`src/hw/ice_bus_pkg.sv`:
```
package ice_bus_pkg;

	// Master bus beat, broadcast to every device
	typedef struct packed {
		// Destination of the current frame
		logic [7:0] addr;
		// Payload byte
		logic [7:0] data;
		// Payload byte present this cycle
		logic data_valid;
		// Header through last payload byte
		logic frame_valid;
		// End of a frame nobody owns
		logic nak;
	} ma_bus_t;

	// Response offer from one device
	typedef struct packed {
		logic req;
		logic [7:0] data;
		// Final byte of the response
		logic last;
	} sl_resp_t;

	// Basics commands are printable characters
	typedef enum logic [7:0] {
		// 'V'
		OP_QUERY = 8'h56,
		// 'D'
		OP_WR_DIR = 8'h44,
		// 'L'
		OP_WR_LVL = 8'h4C,
		// 'R'
		OP_RD_REG = 8'h52
	} basics_op_e;

	// Address map
	localparam logic [7:0] ADDR_BASICS = 8'h01;
	localparam logic [7:0] ADDR_GPIO = 8'h02;

	// Device 0 is basics, device 1 is GPIO
	localparam int NUM_DEV = 2;

	// Reply characters
	localparam logic [7:0] ACK_CHAR = 8'h06;
	localparam logic [7:0] NAK_CHAR = 8'h15;
	localparam logic [7:0] VERSION_ID = 8'h31;

endpackage
```
`src/hw/ice_bus.sv`:
```
module ice_bus #(
	parameter int GPIO_W = 8,
	parameter int RX_DEPTH = 4,
	parameter int TX_CREDITS = 4
) (
	input logic clk,
	input logic arst_n,
	input logic [7:0] rx_data,
	input logic rx_valid,
	output logic rx_credit,
	output logic [7:0] tx_data,
	output logic tx_valid,
	output logic tx_last,
	input logic tx_credit,
	input logic [GPIO_W-1:0] gpio_in,
	output logic [GPIO_W-1:0] gpio_out,
	output logic [GPIO_W-1:0] gpio_oe
);
	import ice_bus_pkg::*;

	// Shared master bus and per device response lines
	ma_bus_t ma_bus;
	sl_resp_t [NUM_DEV-1:0] resp;
	logic [NUM_DEV-1:0] grant;
	logic [NUM_DEV-1:0] busy;
	logic take;

	// Settings from basics that steer the pins
	logic [GPIO_W-1:0] gpio_dir;
	logic [GPIO_W-1:0] gpio_lvl;
	logic [GPIO_W-1:0] gpio_sync;

	// Host bytes in, frames out on the master bus
	ice_frame_rx #(.RX_DEPTH(RX_DEPTH)) rx0 (
		.clk(clk),
		.arst_n(arst_n),
		.rx_data(rx_data),
		.rx_valid(rx_valid),
		.rx_credit(rx_credit),
		.busy(busy),
		.ma_bus(ma_bus)
	);

	// Device replies back to the host
	ice_resp_arbiter #(.TX_CREDITS(TX_CREDITS)) arb0 (
		.clk(clk),
		.arst_n(arst_n),
		.resp(resp),
		.grant(grant),
		.take(take),
		.tx_data(tx_data),
		.tx_valid(tx_valid),
		.tx_last(tx_last),
		.tx_credit(tx_credit)
	);

	// Device 0, also answers immediate NAKs
	basics_regs #(.GPIO_W(GPIO_W)) bi0 (
		.clk(clk),
		.arst_n(arst_n),
		.ma_bus(ma_bus),
		.resp(resp[0]),
		.grant(grant[0]),
		.take(take),
		.busy(busy[0]),
		.gpio_dir(gpio_dir),
		.gpio_lvl(gpio_lvl),
		.gpio_sync(gpio_sync)
	);

	// Device 1
	gpio_int #(.GPIO_W(GPIO_W)) gi1 (
		.clk(clk),
		.arst_n(arst_n),
		.ma_bus(ma_bus),
		.gpio_in(gpio_in),
		.gpio_dir(gpio_dir),
		.gpio_lvl(gpio_lvl),
		.gpio_out(gpio_out),
		.gpio_oe(gpio_oe),
		.gpio_sync(gpio_sync),
		.resp(resp[1]),
		.grant(grant[1]),
		.take(take),
		.busy(busy[1])
	);

endmodule

```
`src/hw/gpio_int.sv`:
```
module gpio_int #(
	parameter int GPIO_W = 8
) (
	input logic clk,
	input logic arst_n,
	input ice_bus_pkg::ma_bus_t ma_bus,
	input logic [GPIO_W-1:0] gpio_in,
	input logic [GPIO_W-1:0] gpio_dir,
	input logic [GPIO_W-1:0] gpio_lvl,
	output logic [GPIO_W-1:0] gpio_out,
	output logic [GPIO_W-1:0] gpio_oe,
	output logic [GPIO_W-1:0] gpio_sync,
	output ice_bus_pkg::sl_resp_t resp,
	input logic grant,
	input logic take,
	output logic busy
);
	import ice_bus_pkg::*;

	logic [GPIO_W-1:0] sync_1;
	logic [GPIO_W-1:0] sync_prev;
	logic [GPIO_W-1:0] masked;
	logic in_frame_q, frame_end, change;
	logic pend, started, sent, dirty;
	logic evt_now, snap_now, load;
	logic [1:0] idx;
	logic [7:0] ev_count, ev_count_nxt;
	logic [7:0] cnt_buf, dat_buf;
	logic [7:0] resp_data;

	assign gpio_out = gpio_lvl;
	assign gpio_oe = gpio_dir;

	// Only pins configured as inputs are reported
	assign masked = gpio_sync & ~gpio_dir;
	assign change = |((gpio_sync ^ sync_prev) & ~gpio_dir);
	assign frame_end = in_frame_q && !ma_bus.frame_valid;

	assign started = pend && idx != 2'd0;
	assign sent = grant && take && idx == 2'd2;
	// New event, or a change that arrived during a send
	assign evt_now = (change && (!pend || sent)) || (sent && dirty);
	assign snap_now = frame_end && (!pend || sent);
	// Unsent reply just gets fresh data
	assign load = evt_now || snap_now || (pend && !started && (change || frame_end));
	assign ev_count_nxt = evt_now ? ev_count + 8'd1 : ev_count;

	always_ff @(posedge clk or negedge arst_n) begin
		if (!arst_n) begin
			sync_1 <= '0;
			gpio_sync <= '0;
			sync_prev <= '0;
			in_frame_q <= 1'b0;
			pend <= 1'b0;
			dirty <= 1'b0;
			idx <= '0;
			ev_count <= '0;
		end else begin
			sync_1 <= gpio_in;
			gpio_sync <= sync_1;
			sync_prev <= gpio_sync;
			in_frame_q <= ma_bus.frame_valid && ma_bus.addr == ADDR_GPIO;
			ev_count <= ev_count_nxt;
			if (evt_now || snap_now) begin
				pend <= 1'b1;
			end else if (sent) begin
				pend <= 1'b0;
			end
			if (sent) begin
				dirty <= 1'b0;
			end else if (change && started) begin
				dirty <= 1'b1;
			end
			if (sent) begin
				idx <= '0;
			end else if (grant && take) begin
				idx <= idx + 1'b1;
			end
		end
	end

	// Time tag and pin image
	always_ff @(posedge clk) begin
		if (load) begin
			cnt_buf <= ev_count_nxt;
			dat_buf <= 8'(masked);
		end
	end

	always_comb begin
		case (idx)
			2'd0: resp_data = ADDR_GPIO;
			2'd1: resp_data = cnt_buf;
			default: resp_data = dat_buf;
		endcase
	end

	assign busy = pend || frame_end;
	assign resp = '{req: busy, data: resp_data, last: idx == 2'd2};

endmodule

```
`src/hw/basics_regs.sv`:
```
module basics_regs #(
	parameter int GPIO_W = 8
) (
	input logic clk,
	input logic arst_n,
	input ice_bus_pkg::ma_bus_t ma_bus,
	output ice_bus_pkg::sl_resp_t resp,
	input logic grant,
	input logic take,
	output logic busy,
	output logic [GPIO_W-1:0] gpio_dir,
	output logic [GPIO_W-1:0] gpio_lvl,
	input logic [GPIO_W-1:0] gpio_sync
);
	import ice_bus_pkg::*;

	logic in_frame_q;
	logic frame_end;
	logic load;
	logic pend;
	logic [1:0] pay_cnt;
	logic [1:0] idx;
	logic [1:0] last_idx;
	basics_op_e op_q;
	logic [7:0] arg_q;
	logic [1:0] ld_last;
	logic [7:0] ld_b1, ld_b2, ld_b3;
	logic [7:0] b1_q, b2_q, b3_q;
	logic [7:0] resp_data;
	logic wr_dir, wr_lvl;

	// Frame to us just closed
	assign frame_end = in_frame_q && !ma_bus.frame_valid;
	assign load = frame_end || ma_bus.nak;

	// Command decode, NAK unless something matches
	always_comb begin
		ld_last = 2'd1;
		ld_b1 = NAK_CHAR;
		ld_b2 = '0;
		ld_b3 = '0;
		wr_dir = 1'b0;
		wr_lvl = 1'b0;
		if (frame_end && pay_cnt != 2'd0) begin
			case (op_q)
				OP_QUERY: ld_b1 = VERSION_ID;
				OP_WR_DIR: begin
					wr_dir = pay_cnt == 2'd2;
					ld_b1 = wr_dir ? ACK_CHAR : NAK_CHAR;
				end
				OP_WR_LVL: begin
					wr_lvl = pay_cnt == 2'd2;
					ld_b1 = wr_lvl ? ACK_CHAR : NAK_CHAR;
				end
				OP_RD_REG: begin
					ld_last = 2'd3;
					ld_b1 = 8'(gpio_dir);
					ld_b2 = 8'(gpio_lvl);
					ld_b3 = 8'(gpio_sync);
				end
				default: ;
			endcase
		end
	end

	always_ff @(posedge clk or negedge arst_n) begin
		if (!arst_n) begin
			in_frame_q <= 1'b0;
			pay_cnt <= '0;
			pend <= 1'b0;
			idx <= '0;
			last_idx <= '0;
			gpio_dir <= '0;
			gpio_lvl <= '0;
		end else begin
			in_frame_q <= ma_bus.frame_valid && ma_bus.addr == ADDR_BASICS;
			// Counts payload bytes, saturates once the argument is in
			if (!in_frame_q) begin
				pay_cnt <= '0;
			end else if (ma_bus.data_valid && pay_cnt != 2'd2) begin
				pay_cnt <= pay_cnt + 1'b1;
			end
			if (wr_dir) begin
				gpio_dir <= GPIO_W'(arg_q);
			end
			if (wr_lvl) begin
				gpio_lvl <= GPIO_W'(arg_q);
			end
			if (load) begin
				pend <= 1'b1;
				idx <= '0;
				last_idx <= ld_last;
			end else if (grant && take) begin
				pend <= !resp.last;
				idx <= resp.last ? 2'd0 : idx + 1'b1;
			end
		end
	end

	// Opcode, argument and reply bytes
	always_ff @(posedge clk) begin
		if (in_frame_q && ma_bus.data_valid && pay_cnt == 2'd0) begin
			op_q <= basics_op_e'(ma_bus.data);
		end
		if (in_frame_q && ma_bus.data_valid && pay_cnt == 2'd1) begin
			arg_q <= ma_bus.data;
		end
		if (load) begin
			b1_q <= ld_b1;
			b2_q <= ld_b2;
			b3_q <= ld_b3;
		end
	end

	always_comb begin
		case (idx)
			2'd0: resp_data = ADDR_BASICS;
			2'd1: resp_data = b1_q;
			2'd2: resp_data = b2_q;
			default: resp_data = b3_q;
		endcase
	end

	// Busy as soon as the frame ends so the parser holds the next header
	assign busy = pend || frame_end;
	assign resp = '{req: busy, data: resp_data, last: idx == last_idx};

endmodule

```
`src/hw/ice_resp_arbiter.sv`:
```
module ice_resp_arbiter #(
	parameter int TX_CREDITS = 4
) (
	input logic clk,
	input logic arst_n,
	input ice_bus_pkg::sl_resp_t [ice_bus_pkg::NUM_DEV-1:0] resp,
	output logic [ice_bus_pkg::NUM_DEV-1:0] grant,
	output logic take,
	output logic [7:0] tx_data,
	output logic tx_valid,
	output logic tx_last,
	input logic tx_credit
);
	import ice_bus_pkg::*;

	localparam int CW = $clog2(TX_CREDITS + 1);

	logic [CW-1:0] credit_cnt;
	logic [NUM_DEV-1:0] pick;
	sl_resp_t sel;

	// Lowest index wins, so scan from the top down
	always_comb begin
		pick = '0;
		for (int i = NUM_DEV - 1; i >= 0; i--) begin
			if (resp[i].req) begin
				pick = NUM_DEV'(1) << i;
			end
		end
	end

	// Offer from the granted device, zero when idle
	always_comb begin
		sel = '0;
		for (int i = 0; i < NUM_DEV; i++) begin
			if (grant[i]) begin
				sel = resp[i];
			end
		end
	end

	// No credit means the byte and the grant both wait
	assign tx_valid = sel.req && credit_cnt != '0;
	assign tx_data = sel.data;
	assign tx_last = sel.last;
	assign take = tx_valid;

	always_ff @(posedge clk or negedge arst_n) begin
		if (!arst_n) begin
			grant <= '0;
			credit_cnt <= CW'(TX_CREDITS);
		end else begin
			// Grant lasts for the whole response
			if (grant == '0) begin
				grant <= pick;
			end else if (take && sel.last) begin
				grant <= '0;
			end
			// One credit per byte, host returns them one at a time
			case ({take, tx_credit})
				2'b10: credit_cnt <= credit_cnt - 1'b1;
				2'b01: begin
					if (credit_cnt != CW'(TX_CREDITS)) begin
						credit_cnt <= credit_cnt + 1'b1;
					end
				end
				default: ;
			endcase
		end
	end

endmodule

```
`src/hw/ice_frame_rx.sv`:
```
module ice_frame_rx #(
	parameter int RX_DEPTH = 4
) (
	input logic clk,
	input logic arst_n,
	input logic [7:0] rx_data,
	input logic rx_valid,
	output logic rx_credit,
	input logic [ice_bus_pkg::NUM_DEV-1:0] busy,
	output ice_bus_pkg::ma_bus_t ma_bus
);
	import ice_bus_pkg::*;

	localparam int PTR_W = (RX_DEPTH > 1) ? $clog2(RX_DEPTH) : 1;
	localparam int CNT_W = $clog2(RX_DEPTH + 1);

	typedef enum logic [2:0] {ST_HDR, ST_LEN, ST_PAY, ST_NAK, ST_END} state_e;

	logic [7:0] fifo_mem [RX_DEPTH];
	logic [PTR_W-1:0] wr_ptr;
	logic [PTR_W-1:0] rd_ptr;
	logic [CNT_W-1:0] fifo_cnt;
	logic [7:0] head;
	logic pop;
	logic hdr_stall;
	logic known;
	logic [3:0] remain;
	state_e state;

	assign head = fifo_mem[rd_ptr];

	// Hold a header back while its device still owes a reply
	always_comb begin
		case (head)
			ADDR_BASICS: hdr_stall = busy[0];
			ADDR_GPIO: hdr_stall = busy[1];
			default: hdr_stall = 1'b0;
		endcase
	end

	// One byte per cycle inside a frame
	assign pop = fifo_cnt != '0 &&
		(state == ST_LEN || state == ST_PAY || (state == ST_HDR && !hdr_stall));

	always_ff @(posedge clk) begin
		if (rx_valid) begin
			fifo_mem[wr_ptr] <= rx_data;
		end
	end

	always_ff @(posedge clk or negedge arst_n) begin
		if (!arst_n) begin
			wr_ptr <= '0;
			rd_ptr <= '0;
			fifo_cnt <= '0;
			rx_credit <= 1'b0;
		end else begin
			// Host gets its slot back for every byte consumed
			rx_credit <= pop;
			if (rx_valid) begin
				wr_ptr <= (wr_ptr == PTR_W'(RX_DEPTH - 1)) ? '0 : wr_ptr + 1'b1;
			end
			if (pop) begin
				rd_ptr <= (rd_ptr == PTR_W'(RX_DEPTH - 1)) ? '0 : rd_ptr + 1'b1;
			end
			case ({rx_valid, pop})
				2'b10: fifo_cnt <= fifo_cnt + 1'b1;
				2'b01: fifo_cnt <= fifo_cnt - 1'b1;
				default: ;
			endcase
		end
	end

	// Beat appears the cycle after its byte is popped
	always_ff @(posedge clk or negedge arst_n) begin
		if (!arst_n) begin
			state <= ST_HDR;
			remain <= '0;
			known <= 1'b0;
			ma_bus <= '0;
		end else begin
			ma_bus.data_valid <= 1'b0;
			ma_bus.nak <= 1'b0;
			// Stays up across FIFO underrun mid frame
			ma_bus.frame_valid <= state == ST_LEN || state == ST_PAY;
			case (state)
				ST_HDR: begin
					if (pop) begin
						ma_bus.addr <= head;
						ma_bus.frame_valid <= 1'b1;
						known <= head == ADDR_BASICS || head == ADDR_GPIO;
						state <= ST_LEN;
					end
				end
				ST_LEN: begin
					if (pop) begin
						remain <= head[3:0];
						if (head[3:0] == 4'd0) begin
							state <= known ? ST_END : ST_NAK;
						end else begin
							state <= ST_PAY;
						end
					end
				end
				ST_PAY: begin
					if (pop) begin
						ma_bus.data <= head;
						ma_bus.data_valid <= 1'b1;
						remain <= remain - 1'b1;
						if (remain == 4'd1) begin
							state <= known ? ST_END : ST_NAK;
						end
					end
				end
				ST_NAK: begin
					// Basics answers the NAK, so wait until it is free
					if (!busy[0]) begin
						ma_bus.nak <= 1'b1;
						state <= ST_END;
					end
				end
				// Idle beat so devices see the frame end and raise busy
				ST_END: state <= ST_HDR;
				default: state <= ST_HDR;
			endcase
		end
	end

endmodule

```
`config.mk`:
```
export PLATFORM = sky130hd
export DESIGN_NAME = ice_bus
export DESIGN_NICKNAME = d
export VERILOG_FILES = /design/src/hw/ice_bus_pkg.sv /design/src/hw/ice_bus.sv /design/src/hw/gpio_int.sv /design/src/hw/basics_regs.sv /design/src/hw/ice_resp_arbiter.sv /design/src/hw/ice_frame_rx.sv
export SDC_FILE = /design/constraint.sdc
export NUM_CORES = 1
export LEC_CHECK = 0
export ABC_CLOCK_PERIOD_IN_PS = 3000
export CORE_MARGIN = 2
export CORE_UTILIZATION = 57
export DETAILED_ROUTE_END_ITERATION = 12
export DONT_BUFFER_PORTS = 1
export PLACE_DENSITY = 0.82
export SYNTH_ARGS = -nofsm -noshare
export SYNTH_HDL_FRONTEND = slang
export SYNTH_SLANG_ARGS = --single-unit
```
`constraint.sdc`:
```
create_clock -name clk -period 3 [get_ports clk]
set_clock_uncertainty 0.05 [all_clocks]
set_input_delay 0.6 -clock clk [delete_from_list [all_inputs] [get_ports clk]]
set_output_delay 0.6 -clock clk [all_outputs]
set_load 0.02 [all_outputs]
```
# [Word-level counts from Yosys, hierarchy flattened]
# Memories as Yosys holds them, arrays and structs flattened.
# Index checks and enable logic that the tools add are counted.
[word_totals] ramBits=32 inputBits=20 out_inout_bits=27 mem_count=1 word_cells=206 ff_bits=157
[op_classes] add_sub_neg=11 eq_ne=34 reduce_logical=65 n_bitwise=4 n_mux=55
[mem_list] name="rx0.fifo_mem" words=4 width=8 read_ports=1 rd_ports_with_merged_regs=0 wr=1 line_no="ice_frame_rx.sv:19" text="logic [7:0] fifo_mem [RX_DEPTH];"
[op_table] op="$pmux W8 S3" count=2
[op_table] op="$eq A8 B7 Y1 const B" count=4
[op_table] op="$mux W2" count=15
[op_table] op="$mux W3" count=8
[op_table] op="$logic_and A1 B1 Y1" count=23
[op_table] op="$mux W10" count=2
[op_table] op="$reduce_bool A2 Y1" count=10
[op_table] op="$mux W1" count=18
[op_table] op="$and A8 B8 Y8" count=2
[op_table] op="$eq A8 B1 Y1 const B" count=2
[op_table] op="$eq A8 B2 Y1 const B" count=2
[op_table] op="$pmux W8 S2" count=1
[op_table] op="$eq A2 B2 Y1 const B" count=7
[op_table] op="$pmux W3 S2" count=2
[op_table] op="$pmux W3 S4" count=1
[op_table] op="$logic_or A1 B1 Y1" count=11
[op_table] op="$add A2 B1 Y2 const B" count=5
[op_table] op="$eq A2 B1 Y1 const B" count=5
[op_table] op="$add A8 B1 Y8 const B" count=1
[op_table] op="$logic_not A2 Y1" count=4
[op_table] op="$mux W4" count=2
[op_table] op="$mux W8" count=1
[op_table] op="$ne A2 B1 Y1 const B" count=4
[op_table] op="$ne A2 B2 Y1 const B" count=4
[op_table] op="22 further kinds" count=33

# [Depth between registers and ports, before layout]
# Gate-level depths: netlist of run 1.
[depth] word_depth=13 ltp_mapped=15 depth_no_buf=12

# [Modules after synthesis]
# A second synthesis of run 1 with hierarchy kept.
[unflattened] hier_cells=641 hier_area_um2=8445.6
[by_module_without_submodules] mod="ice_frame_rx" instances=1 cells_per_inst=243 area_each_um2=3109.2
[by_module_without_submodules] mod="basics_regs" instances=1 cells_per_inst=193 area_each_um2=2721.4
[by_module_without_submodules] mod="gpio_int" instances=1 cells_per_inst=148 area_each_um2=2110.8
[by_module_without_submodules] mod="ice_resp_arbiter" instances=1 cells_per_inst=57 area_each_um2=504.2

# [Worst setup path before layout of run 1]
# No wires, ideal clock.
[synth_timing] path_kind="register to register" start="register arb0.grant[1] (netlist name)" end="register gi1.cnt_buf[0], enable pin" setup_ps=414 path_stages_with_launch=7 n_path_buf=1 required_time_ps=2536 arrival_time_ps=2534 synth_period_minus_slack_ps=2998 setup_slack_ps=2 path_cell_list="dfrtp_1 > and2_1 > buf_2 > o2111ai_1 > or2_2 > nand3b_1 > a21boi_0"
[synth_between] elab_chain_len=9
[synth_rtl] element="from (decl)" line_no="ice_resp_arbiter.sv:7" text="output logic [ice_bus_pkg::NUM_DEV-1:0] grant,"
[synth_rtl] element="from (signal assigned)" line_no="ice_resp_arbiter.sv:55" text="grant <= pick;"
[synth_rtl] element="$mux W10" line_no="ice_resp_arbiter.sv:36" text="if (grant[i]) begin"
[synth_rtl] element="$logic_and A1 B1 Y1" line_no="ice_resp_arbiter.sv:43" text="assign tx_valid = sel.req && credit_cnt != '0;"
[synth_rtl] element="$logic_and A1 B1 Y1 (*) (2 in a row)" line_no="gpio_int.sv:40" text="assign sent = grant && take && idx == 2'd2;"
[synth_rtl] element="$logic_or A1 B1 Y1" line_no="gpio_int.sv:42, gpio_int.sv:43"
[synth_rtl] element="$logic_and A1 B1 Y1" line_no="gpio_int.sv:42" text="assign evt_now = (change && (!pend || sent)) || (sent && dirty);"
[synth_rtl] element="$logic_or A1 B1 Y1" line_no="gpio_int.sv:42"
[synth_rtl] element="$logic_or A1 B1 Y1 (*) (2 in a row)" line_no="gpio_int.sv:45" text="assign load = evt_now || snap_now || (pend && !started && (change || frame_end));"
[synth_rtl] element="named net gi1.load" line_no="gpio_int.sv:25" text="logic evt_now, snap_now, load;"
[synth_rtl] element="to (signal assigned)" line_no="gpio_int.sv:85" text="cnt_buf <= ev_count_nxt;"
[synth_rtl] element="to (decl)" line_no="gpio_int.sv:28" text="logic [7:0] cnt_buf, dat_buf;"
# Mark *: on every way through the listed nets, which the timed path passes. The rest lies on a longest branch.
# A chain may end at the register's enable or synchronous reset.

# [Worst setup path in the final report of run 1]
[layout_timing] start="register rx0.rd_ptr[0]" end="register rx0.fifo_cnt[2]"
[layout_between] elab_chain_len=9
[layout_rtl] element="from (decl)" line_no="ice_frame_rx.sv:21" text="logic [PTR_W-1:0] rd_ptr;"
[layout_rtl] element="from (signal assigned)" line_no="ice_frame_rx.sv:64" text="rd_ptr <= (rd_ptr == PTR_W'(RX_DEPTH - 1)) ? '0 : rd_ptr + 1'b1;"
[layout_rtl] element="$mem_v2 Z4 W8 (*)"
[layout_rtl] element="$eq A8 B2 Y1 / $eq A8 B1 Y1 (equally long branches)" line_no="ice_frame_rx.sv:34" text="case (head)"
[layout_rtl] element="$pmux W1 S2 (*)" line_no="ice_frame_rx.sv:34"
[layout_rtl] element="$logic_not A1 Y1 (*)" line_no="ice_frame_rx.sv:43" text="(state == ST_LEN || state == ST_PAY || (state == ST_HDR && !hdr_stall));"
[layout_rtl] element="$logic_and A1 B1 Y1 (*)" line_no="ice_frame_rx.sv:43"
[layout_rtl] element="$logic_or A1 B1 Y1 (*)" line_no="ice_frame_rx.sv:43"
[layout_rtl] element="$logic_and A1 B1 Y1 (*)" line_no="ice_frame_rx.sv:42" text="assign pop = fifo_cnt != '0 &&"
[layout_rtl] element="named net rx0.pop" line_no="ice_frame_rx.sv:24" text="logic pop;"
[layout_rtl] element="$eq A2 B1 Y1 / $eq A2 B2 Y1 (equally long branches)" line_no="ice_frame_rx.sv:66" text="case ({rx_valid, pop})"
[layout_rtl] element="$pmux W3 S2 / $reduce_bool A2 Y1 (equally long branches)"
[layout_rtl] element="to (signal assigned)" line_no="ice_frame_rx.sv:67" text="2'b10: fifo_cnt <= fifo_cnt + 1'b1;"
[layout_rtl] element="to (signal assigned)" line_no="ice_frame_rx.sv:68" text="2'b01: fifo_cnt <= fifo_cnt - 1'b1;"
[layout_rtl] element="to (decl)" line_no="ice_frame_rx.sv:22" text="logic [CNT_W-1:0] fifo_cnt;"
# Marked as above.

==> flow_metrics.env, run 1 <==
export IMPL_status="completed"
export IMPL_final_period_utilization=0.956
export IMPL_cts_sinks=189
export IMPL_seq_area_frac_synth=0.646
export IMPL_overflow=0
export IMPL_async_flop_share=0.534
export IMPL_antenna_cells=0
export IMPL_slew_headroom=0.591
export IMPL_pre_cts_ws_ns=0.0338
export IMPL_fin_cells=813
export IMPL_hold_viol_final=0
export IMPL_reg_largest_list="rx0.fifo_mem: 32 flops, rx0.ma_bus: 19 flops"
export IMPL_fmax_mhz=349
export IMPL_first_pass_iters=5
export IMPL_synth_distinct_cells=65
export IMPL_nNetsFinal=658
export IMPL_total_power_mw=8.79
export IMPL_placed_area_sq_mm=0.00827
export IMPL_top_register="rx0.fifo_mem"
export IMPL_io_buffers=0
export IMPL_ant_nets=0
export IMPL_final_util=0.644
export IMPL_vias_per_cell=5.81
export IMPL_grt_pass1_vias=4865
export IMPL_die_area_sq_mm=0.0150
export IMPL_synthesis_area_per_instance_sq_um=13.4
export IMPL_maxSlewViolCount=0
export IMPL_power_density_mw_per_mm2=988
export IMPL_cts_buffer_depth=2
export IMPL_yosysTopAreaCell="edfxtp_1"
export IMPL_finalHoldWorstSlack_ns=0.0285
export IMPL_nFillCells=962
export IMPL_start_util=0.579
export IMPL_crit_type="flip-flop to flip-flop"
export IMPL_yosys_warnings=0
export IMPL_maxCapViolCount=0
export IMPL_grt_pass1_wl_mm=24.4
export IMPL_cts_tree="done"
export IMPL_area_growth_pct=11.2
export IMPL_row_count=43
export IMPL_place_detailed_hpwl_mm=10.6
export IMPL_h_tree_depth=4
export IMPL_slowest_delay_ns=0.57
export IMPL_ios=47
export IMPL_crit_chain="mux4_2, nor4_4, nand2_2, a21o_4, nand3_2, nand2_1, ha_1, inv_1, fa_1, xor2_1, nor2_1, xor2_1"
export IMPL_finalSetupViolations=0
export IMPL_min_period_ns=2.87
export IMPL_hold_path_class="input pin to async pin"
export IMPL_endpoint_kind="flip-flop"
export IMPL_p_leak_nw=3.56
export IMPL_synth_nets=634
export IMPL_cts_buffers=17
export IMPL_route_detailed_drc=0
export IMPL_dpl_cell_count=777
export IMPL_die_y_microns=123
export IMPL_postLayoutSetupSlackWorst_ns=0.133
export IMPL_drive_above_1_share=0.179
export IMPL_ys_flop_type="dfrtp_1"
export IMPL_worstSkewPairLatency_ns=0.43
export IMPL_yosys_area_top_type_share=0.330
export IMPL_via_count=4725
export IMPL_layout_commonest_cell="dfrtp_1"
export IMPL_crit_arrival_ns=3.13
export IMPL_largest_reg_flops=32
export IMPL_grt_start_max_net_pins=102
export IMPL_ctsRootBufferMaster="clkbuf_16"
export IMPL_first_iter_violations=457
export IMPL_antenna_found_initial=0
export IMPL_syn_inst=596
export IMPL_ys_ff_latch=189
export IMPL_ir_worst_vdd_mv=0.643
export IMPL_clk_pin_slew_ns=0.07
export IMPL_worstPathRequired_ns=3.26
export IMPL_crit_top_cell="xor2_1"
export IMPL_globalplace_congestion=0.894
export IMPL_tns_ns=0
export IMPL_fin_area_sq_mm=0.00890
export IMPL_netlist_area_sq_mm=0.00801
export IMPL_synth_edf_count=88
export IMPL_final_cell_mix="dfrtp_1, edfxtp_1, nor2_1"
export IMPL_grtUsageTotal=0.217
export IMPL_worstSetupStartpointType="flip-flop"
export IMPL_finalWirelength_mm=15.2
export IMPL_core_area_sq_mm=0.0138
export IMPL_ys_top_cells_by_area="edfxtp_1, dfrtp_1, mux2_2, ha_1, and2_1"
export IMPL_crit_slowest_cell="mux4_2"
export IMPL_tightest_slew_ns=0.608
export IMPL_post_drt_wl_per_cell_microns=18.8
export IMPL_die_x_microns=123
export IMPL_crit_path_max_fanout=6
-- where the power goes --
part	internal [mW]	switching, mW
clock	1.13	0.951
combinational	1.22	1.66
sequential	3.40	0.432
total	5.75	3.04
-- worst paths after layout --
path / from / to / slack [ns] / cells past startpoint
setup / recovery: rx0.rd_ptr[0] / rx0.fifo_cnt[2] / 0.13 / 12
hold / removal: arst_n / arb0.credit_cnt[1] / 0.03 / 1
max in group asynchronous: arst_n / rx0.rd_ptr[0] / 2.45 / 1
setup reg to reg: rx0.rd_ptr[0] / rx0.fifo_cnt[2] / 0.13 / 12
hold reg to reg: gi1.sync_1[6] / gi1.gpio_sync[6] / 0.30 / 0
min in group clk: gpio_in[7] / gi1.sync_1[7] / 0.14 / 0
-- area by class of cell --
type	instances	area, sq um	area share
inverters	27	101	0.0114
well taps	180	225	0.0253
repair buffers	24	216	0.0243
multi-input cells	361	2630	0.296
clock inverters	13	87.6	0.00984
flip-flops and latches	189	5170	0.581
clock buffers	19	464	0.0521
-- logic make-up (layout without fill, tap and decap cells) --
| logic type | Yosys count | count (layout) | synth area share |
|---|---|---|---|
| AOI/OAI and AO/OA | 104 | 104 | 0.0833 |
| xor gates and xnor gates | 24 | 24 | 0.0262 |
| adders and majority gates | 18 | 18 | 0.0300 |
| buffers and inverters | 46 | 83 | 0.0267 |
| DFF | 189 | 189 | 0.646 |
| muxes | 50 | 50 | 0.0781 |
| and+or+nand+nor | 165 | 165 | 0.110 |
-- critical path, delay by kind of cell, from the launching register on --
kind	cells	cell delay, ns
fa+ha+maj	2	0.42
mux	1	0.57
compound gates	1	0.22
buf+inv	1	0.07
flops	1	0.45
xor+xnor	2	0.30
simple gates	5	0.66
-- cell usage after synthesis (3+ instances only) --
| cell | n |
|---|---|
| nand4_1 | 6 |
| nor4_1 | 3 |
| mux4_2 | 5 |
| or2_2 | 6 |
| nand2_1 | 29 |
| clkbuf_1 | 11 |
| inv_1 | 27 |
| and3_1 | 5 |
| o221ai_1 | 3 |
| nand3_1 | 5 |
| o22ai_1 | 6 |
| ha_1 | 16 |
| and2_1 | 28 |
| nand2b_1 | 3 |
| nor2_1 | 36 |
| nor2b_1 | 13 |
| dfrtp_1 | 100 |
| or3_1 | 5 |
| nor3_1 | 12 |
| edfxtp_1 | 88 |
| nor3b_1 | 6 |
| a211oi_1 | 5 |
| o21ai_0 | 32 |
| mux2i_1 | 7 |
| a31oi_1 | 3 |
| xor2_1 | 5 |
| a22oi_1 | 14 |
| mux2_2 | 35 |
| xnor2_1 | 19 |
| a21oi_1 | 20 |
-- routing by layer --
| metal | vias to the layer above | wire length [microns] | track usage |
|---|---|---|---|
| li1 | 2207 | - | - |
| met1 | 2353 | 5860 | 0.247 |
| met2 | 137 | 8190 | 0.381 |
| met3 | 28 | 893 | 0.0688 |
| met4 | 0 | 308 | 0.0819 |
| met5 | - | 0 | 0 |
-- repair_timing --
action / 4_1_cts / 5_1_grt
setup buffers: 0 / 3
setup endpoints to repair: 0 / 2
hold buffers: 1 / 0
endpoints found under the hold margin: 101 / 0
resized for setup: 0 / 7
Power figures use the tool's default switching activity.
==> run 2: changes to the inputs <==
- PLACE_DENSITY: 0.82 -> unset
- PLACE_DENSITY_LB_ADDON: unset -> 0.08
==> run 2 against run 1 <==
Routed wire length is 1.8% lower; non-clock buffer count is 2 higher; worst hold slack worse by 0.0085 ns; power is 0.60% higher; largest cell class unchanged; fmax is 1.9% higher; sequential share of layout area is 0.14 points lower; largest power group unchanged; global-route usage is 0.15 points higher; via count is 1.8% lower.
==> flow_metrics.env, run 2 (synthesized netlist as in run 1, its figures left out) <==
export IMPL_grt_met1_usage=0.259
export IMPL_placed_area_sq_mm=0.00830
export IMPL_status="completed"
export IMPL_crit_arrival_ns=2.16
export IMPL_post_drt_wl_per_cell_microns=18.4
export IMPL_row_count=43
export IMPL_tightest_slew_ns=0.698
export IMPL_ant_nets=0
export IMPL_antenna_cells=0
export IMPL_final_util=0.645
export IMPL_hold_viol_final=0
export IMPL_drive_above_1_share=0.181
export IMPL_use_met3=0.0539
export IMPL_r2r_end="rx0.fifo_cnt[2]"
export IMPL_grt_use_met2=0.380
export IMPL_maxCapViolCount=0
export IMPL_nNetsFinal=660
export IMPL_top_register="rx0.fifo_mem"
export IMPL_r2r_cells=13
export IMPL_nFillCells=997
export IMPL_io_buffers=0
export IMPL_layout_commonest_cell="dfrtp_1"
export IMPL_grt_pass1_wl_mm=24.5
export IMPL_ir_worst_vdd_mv=0.528
export IMPL_worstSkewPairLatency_ns=0.43
export IMPL_crit_slowest_cell="dfrtp_1"
export IMPL_antenna_found_initial=0
export IMPL_cts_sinks=189
export IMPL_grtUsageTotal=0.218
export IMPL_grt_start_max_net_pins=102
export IMPL_power_density_mw_per_mm2=991
export IMPL_final_cell_mix="dfrtp_1, edfxtp_1, nor2_1"
export IMPL_grt_pass1_vias=4797
export IMPL_ios=47
export IMPL_crit_chain="inv_1, ha_1, a211oi_1, a221oi_1, a221o_1"
export IMPL_cts_buffer_depth=2
export IMPL_r2r_setup_slack_ns=0.22
export IMPL_slew_headroom=0.531
export IMPL_first_iter_violations=323
export IMPL_seqCellArea_sq_mm=0.00517
export IMPL_finalSetupViolations=0
export IMPL_route_detailed_drc=0
export IMPL_fin_area_sq_mm=0.00892
export IMPL_min_period_ns=2.81
export IMPL_final_period_utilization=0.938
export IMPL_reg_largest_list="rx0.fifo_mem: 32 flops, rx0.ma_bus: 19 flops"
export IMPL_ctsRootBufferMaster="clkbuf_16"
export IMPL_r2r_start="rx0.rd_ptr[0]"
export IMPL_h_tree_depth=4
export IMPL_globalplace_congestion=0.823
export IMPL_fin_cells=815
export IMPL_slowest_delay_ns=0.46
export IMPL_core_area_sq_mm=0.0138
export IMPL_hold_path_class="input pin to async pin"
export IMPL_crit_path_max_fanout=8
export IMPL_maxSlewViolCount=0
export IMPL_area_growth_pct=11.4
export IMPL_via_count=4638
export IMPL_p_leak_nw=3.57
export IMPL_critPathLaunch="bi0.idx[0]"
export IMPL_overflow=0
export IMPL_vias_per_cell=5.69
export IMPL_worstSetupStartpointType="flip-flop"
export IMPL_finalWirelength_mm=15.0
export IMPL_worstPathRequired_ns=2.35
export IMPL_cts_buffers=17
export IMPL_die_y_microns=123
export IMPL_start_util=0.579
export IMPL_dpl_cell_count=781
export IMPL_cts_tree="done"
export IMPL_die_area_sq_mm=0.0150
export IMPL_rsz0062_at_grt="no"
export IMPL_first_pass_iters=4
export IMPL_multi_input_area_sq_mm=0.00263
export IMPL_busiest_layer="met2"
export IMPL_die_x_microns=123
export IMPL_fmax_mhz=355
export IMPL_place_detailed_hpwl_mm=10.5
export IMPL_endpoint_kind="output pin"
export IMPL_crit_type="flip-flop to output pin"
export IMPL_clk_pin_slew_ns=0.07
export IMPL_largest_reg_flops=32
export IMPL_tns_ns=0
==> run 2: worst max-delay path by stage <==
stage               depth (start not counted)               to
floorplan                                   6   gi1.cnt_buf[0]
global placement                           12  rx0.fifo_cnt[2]
detailed placement                         13  rx0.fifo_cnt[2]
CTS                                        13  rx0.fifo_cnt[2]
global route                               13  rx0.fifo_cnt[2]
finish                                      5       tx_data[0]
==> run 2: what timing repair did <==
action | in CTS | in global routing
buffers inserted | 0 | 1
endpoints found under the hold margin | 101 | 0
hold buffers | 1 | 0
endpoints found under the setup margin | 0 | 2
resized for setup | 0 | 5
==> run 2: metal layers <==
metal  vias to the layer above  share of wire
li1                       2211              -
met1                      2301           0.41
met2                        99           0.53
met3                        27          0.038
met4                         0          0.023
met5                         -              0
==> run 2: final cells by class <==
class	count	area share
clock inverter	15	0.0170
sequential	189	0.580
multi-input combinational	361	0.295
tap	180	0.0252
inverter	27	0.0114
timing repair buffer	26	0.0241
clock buffer	17	0.0477
==> run 2: through the flow <==
step / hold WS [ns] / worst slack, ns / total power [mW]
floorplan: 0.254 / 0.00237 / 5.87
global placement: 0.257 / 0.143 / 6.53
detailed placement: 0.258 / 0.0725 / 6.64
CTS: 0.0644 / 0.0287 / 8.88
global route: 0.0277 / 0.00999 / 9.41
finish: 0.0200 / 0.186 / 8.84
==> run 2: worst max-delay path: cells and delay by family, from the launching register on <==
family	cells	cell delay, ns
adders and majority gates	1	0.34
buffers and inverters	1	0.14
AOI/OAI and AO/OA	3	0.79
DFF	1	0.46
==> run 2: power breakdown <==
part           switching [mW]  leakage [nW]  internal (mW)
clock                    1.02         0.284           1.17
sequential              0.446          2.04           3.40
combinational            1.58          1.25           1.22
total                    3.05          3.57           5.80
==> run 3: changes to the inputs <==
- CTS_BUF_LIST: unset -> sky130_fd_sc_hd__clkbuf_8 sky130_fd_sc_hd__clkbuf_16
- HOLD_SLACK_MARGIN: unset -> 0.03
==> run 3 against run 2 <==
Design area up 0.11%; critical path depth is the same; combinational power barely moved; sequential share of layout area decreased by 0.065 points; non-clock buffer count increased by 1; register-to-register slack hardly changed; sequential power hardly changed; clock power about the same; die area unchanged; routed wire length is 0.13% lower; sequential cell count stayed put; critical path type unchanged.
==> flow_metrics.env, run 3 (synthesized netlist as in run 1, its figures left out) <==
export IMPL_layout_commonest_cell="dfrtp_1"
export IMPL_worstSetupStartpointType="flip-flop"
export IMPL_die_area_sq_mm=0.0150
export IMPL_row_count=43
export IMPL_final_period_utilization=0.939
export IMPL_first_pass_iters=4
export IMPL_globalplace_congestion=0.823
export IMPL_die_x_microns=123
export IMPL_r2r_start="rx0.rd_ptr[0]"
export IMPL_grt_pass1_wl_mm=24.5
export IMPL_place_detailed_hpwl_mm=10.5
export IMPL_overflow=0
export IMPL_switching_share=0.345
export IMPL_tightest_slew_ns=0.698
export IMPL_post_drt_wl_per_cell_microns=18.3
export IMPL_drive_above_1_share=0.181
export IMPL_p_seq_frac=0.435
export IMPL_cts_buffer_depth=2
export IMPL_hold_path_class="input pin to flip-flop"
export IMPL_worstSkewPairLatency_ns=0.43
export IMPL_slew_headroom=0.531
export IMPL_grt_pass1_vias=4797
export IMPL_pre_cts_ws_ns=0.0725
export IMPL_ctsRootBufferMaster="clkbuf_16"
export IMPL_cts_buffers=17
export IMPL_r2r_cells=13
export IMPL_r2r_end="rx0.fifo_cnt[2]"
export IMPL_final_cell_mix="dfrtp_1, edfxtp_1, nor2_1"
export IMPL_whs_path_depth=0
export IMPL_crit_type="flip-flop to output pin"
export IMPL_crit_path_max_fanout=8
export IMPL_placed_area_sq_mm=0.00830
export IMPL_hold_viol_final=0
export IMPL_finalHoldWorstSlack_ns=0.139
export IMPL_rsz0062_at_grt="no"
export IMPL_total_power_mw=8.85
export IMPL_crit_chain="inv_1, ha_1, a211oi_1, a221oi_1, a221o_1"
export IMPL_reg_largest_list="rx0.fifo_mem: 32 flops, rx0.ma_bus: 19 flops"
export IMPL_min_period_ns=2.82
export IMPL_clkPwrFrac=0.248
export IMPL_intPower_mw=5.80
export IMPL_largest_reg_flops=32
export IMPL_finalWirelength_mm=15.0
export IMPL_area_growth_pct=11.6
export IMPL_ant_nets=0
export IMPL_route_detailed_drc=0
export IMPL_grt_start_max_net_pins=102
export IMPL_maxCapViolCount=0
export IMPL_p_comb_frac=0.317
export IMPL_postLayoutSetupSlackWorst_ns=0.183
export IMPL_io_buffers=0
export IMPL_fmax_mhz=355
export IMPL_dpl_cell_count=781
export IMPL_tns_ns=0
export IMPL_drt_met1_wl_mm=6.13
export IMPL_final_util=0.646
export IMPL_nFillCells=996
export IMPL_cts_tree="done"
export IMPL_highest_layer="met4"
export IMPL_worstPathRequired_ns=2.35
export IMPL_core_area_sq_mm=0.0138
export IMPL_nNetsFinal=661
export IMPL_ios=47
export IMPL_hold_start="gpio_in[0]"
export IMPL_fin_area_sq_mm=0.00893
export IMPL_endpoint_kind="output pin"
export IMPL_via_count=4646
export IMPL_p_leak_nw=3.58
export IMPL_finalSetupViolations=0
export IMPL_grtUsageTotal=0.218
export IMPL_h_tree_depth=4
export IMPL_clk_pin_slew_ns=0.07
export IMPL_worstHoldEndpoint="gi1.sync_1[0]"
export IMPL_start_util=0.579
export IMPL_status="completed"
export IMPL_crit_arrival_ns=2.17
export IMPL_crit_slowest_cell="dfrtp_1"
export IMPL_antenna_cells=0
export IMPL_power_density_mw_per_mm2=990
export IMPL_slowest_delay_ns=0.46
export IMPL_ir_worst_vdd_mv=0.528
export IMPL_wl_met3_microns=558
export IMPL_die_y_microns=123
export IMPL_first_iter_violations=330
export IMPL_antenna_found_initial=0
export IMPL_maxSlewViolCount=0
export IMPL_p_switching_mw=3.05
export IMPL_top_register="rx0.fifo_mem"
export IMPL_wl_met2_mm=7.87
export IMPL_fin_cells=816
export IMPL_vias_per_cell=5.69
export IMPL_cts_sinks=189
export IMPL_r2r_setup_slack_ns=0.23
==> run 3: power by group through the flow <==
stage	clock network [mW]	registers (mW)	logic [mW]
final	2.20	3.85	2.80
after global routing	2.35	3.93	3.13
after CTS	2.24	3.86	2.78
after detailed placement	0	3.90	2.73
after global placement	0	3.88	2.65
after floorplan	0	3.71	2.16
==> run 3: cell type report <==
type / instances / area, sq um / area share
timing repair buffer: 27 / 225 / 0.0252
clock inverter: 15 / 151 / 0.0169
inverter: 27 / 101 / 0.0113
multi-input combinational: 361 / 2630 / 0.295
sequential: 189 / 5170 / 0.579
tap: 180 / 225 / 0.0252
clock buffer: 17 / 425 / 0.0476
==> run 3: worst max path at each step <==
stage                        from              end  slack [ns]  depth (start not counted)
floorplan           arb0.grant[1]   gi1.cnt_buf[0]       0.002                          6
global placement    rx0.rd_ptr[0]  rx0.fifo_cnt[2]        0.14                         12
detailed placement  rx0.rd_ptr[1]  rx0.fifo_cnt[2]        0.07                         13
CTS                 rx0.rd_ptr[1]  rx0.fifo_cnt[2]        0.03                         13
global route        rx0.rd_ptr[0]  rx0.fifo_cnt[2]        0.01                         13
finish                 bi0.idx[0]       tx_data[0]        0.18                          5
==> run 3: critical path, delay by kind of cell (launching register included) <==
kind / cells / cell delay [ns]
DFF: 1 / 0.46
AOI/OAI and AO/OA: 3 / 0.79
adders and majority gates: 1 / 0.34
buffers and inverters: 1 / 0.14
==> run 3: metal layers <==
metal	vias up	track usage
met5	-	0
met3	27	0.0539
met1	2313	0.259
li1	2212	-
met4	0	0.0905
met2	94	0.380
==> run 3: repair_timing <==
item / CTS / global route
hold buffers: 1 / 1
buffers inserted: 0 / 1
hold endpoints to repair: 101 / 1
setup endpoints to repair: 0 / 2
resized for setup: 0 / 5
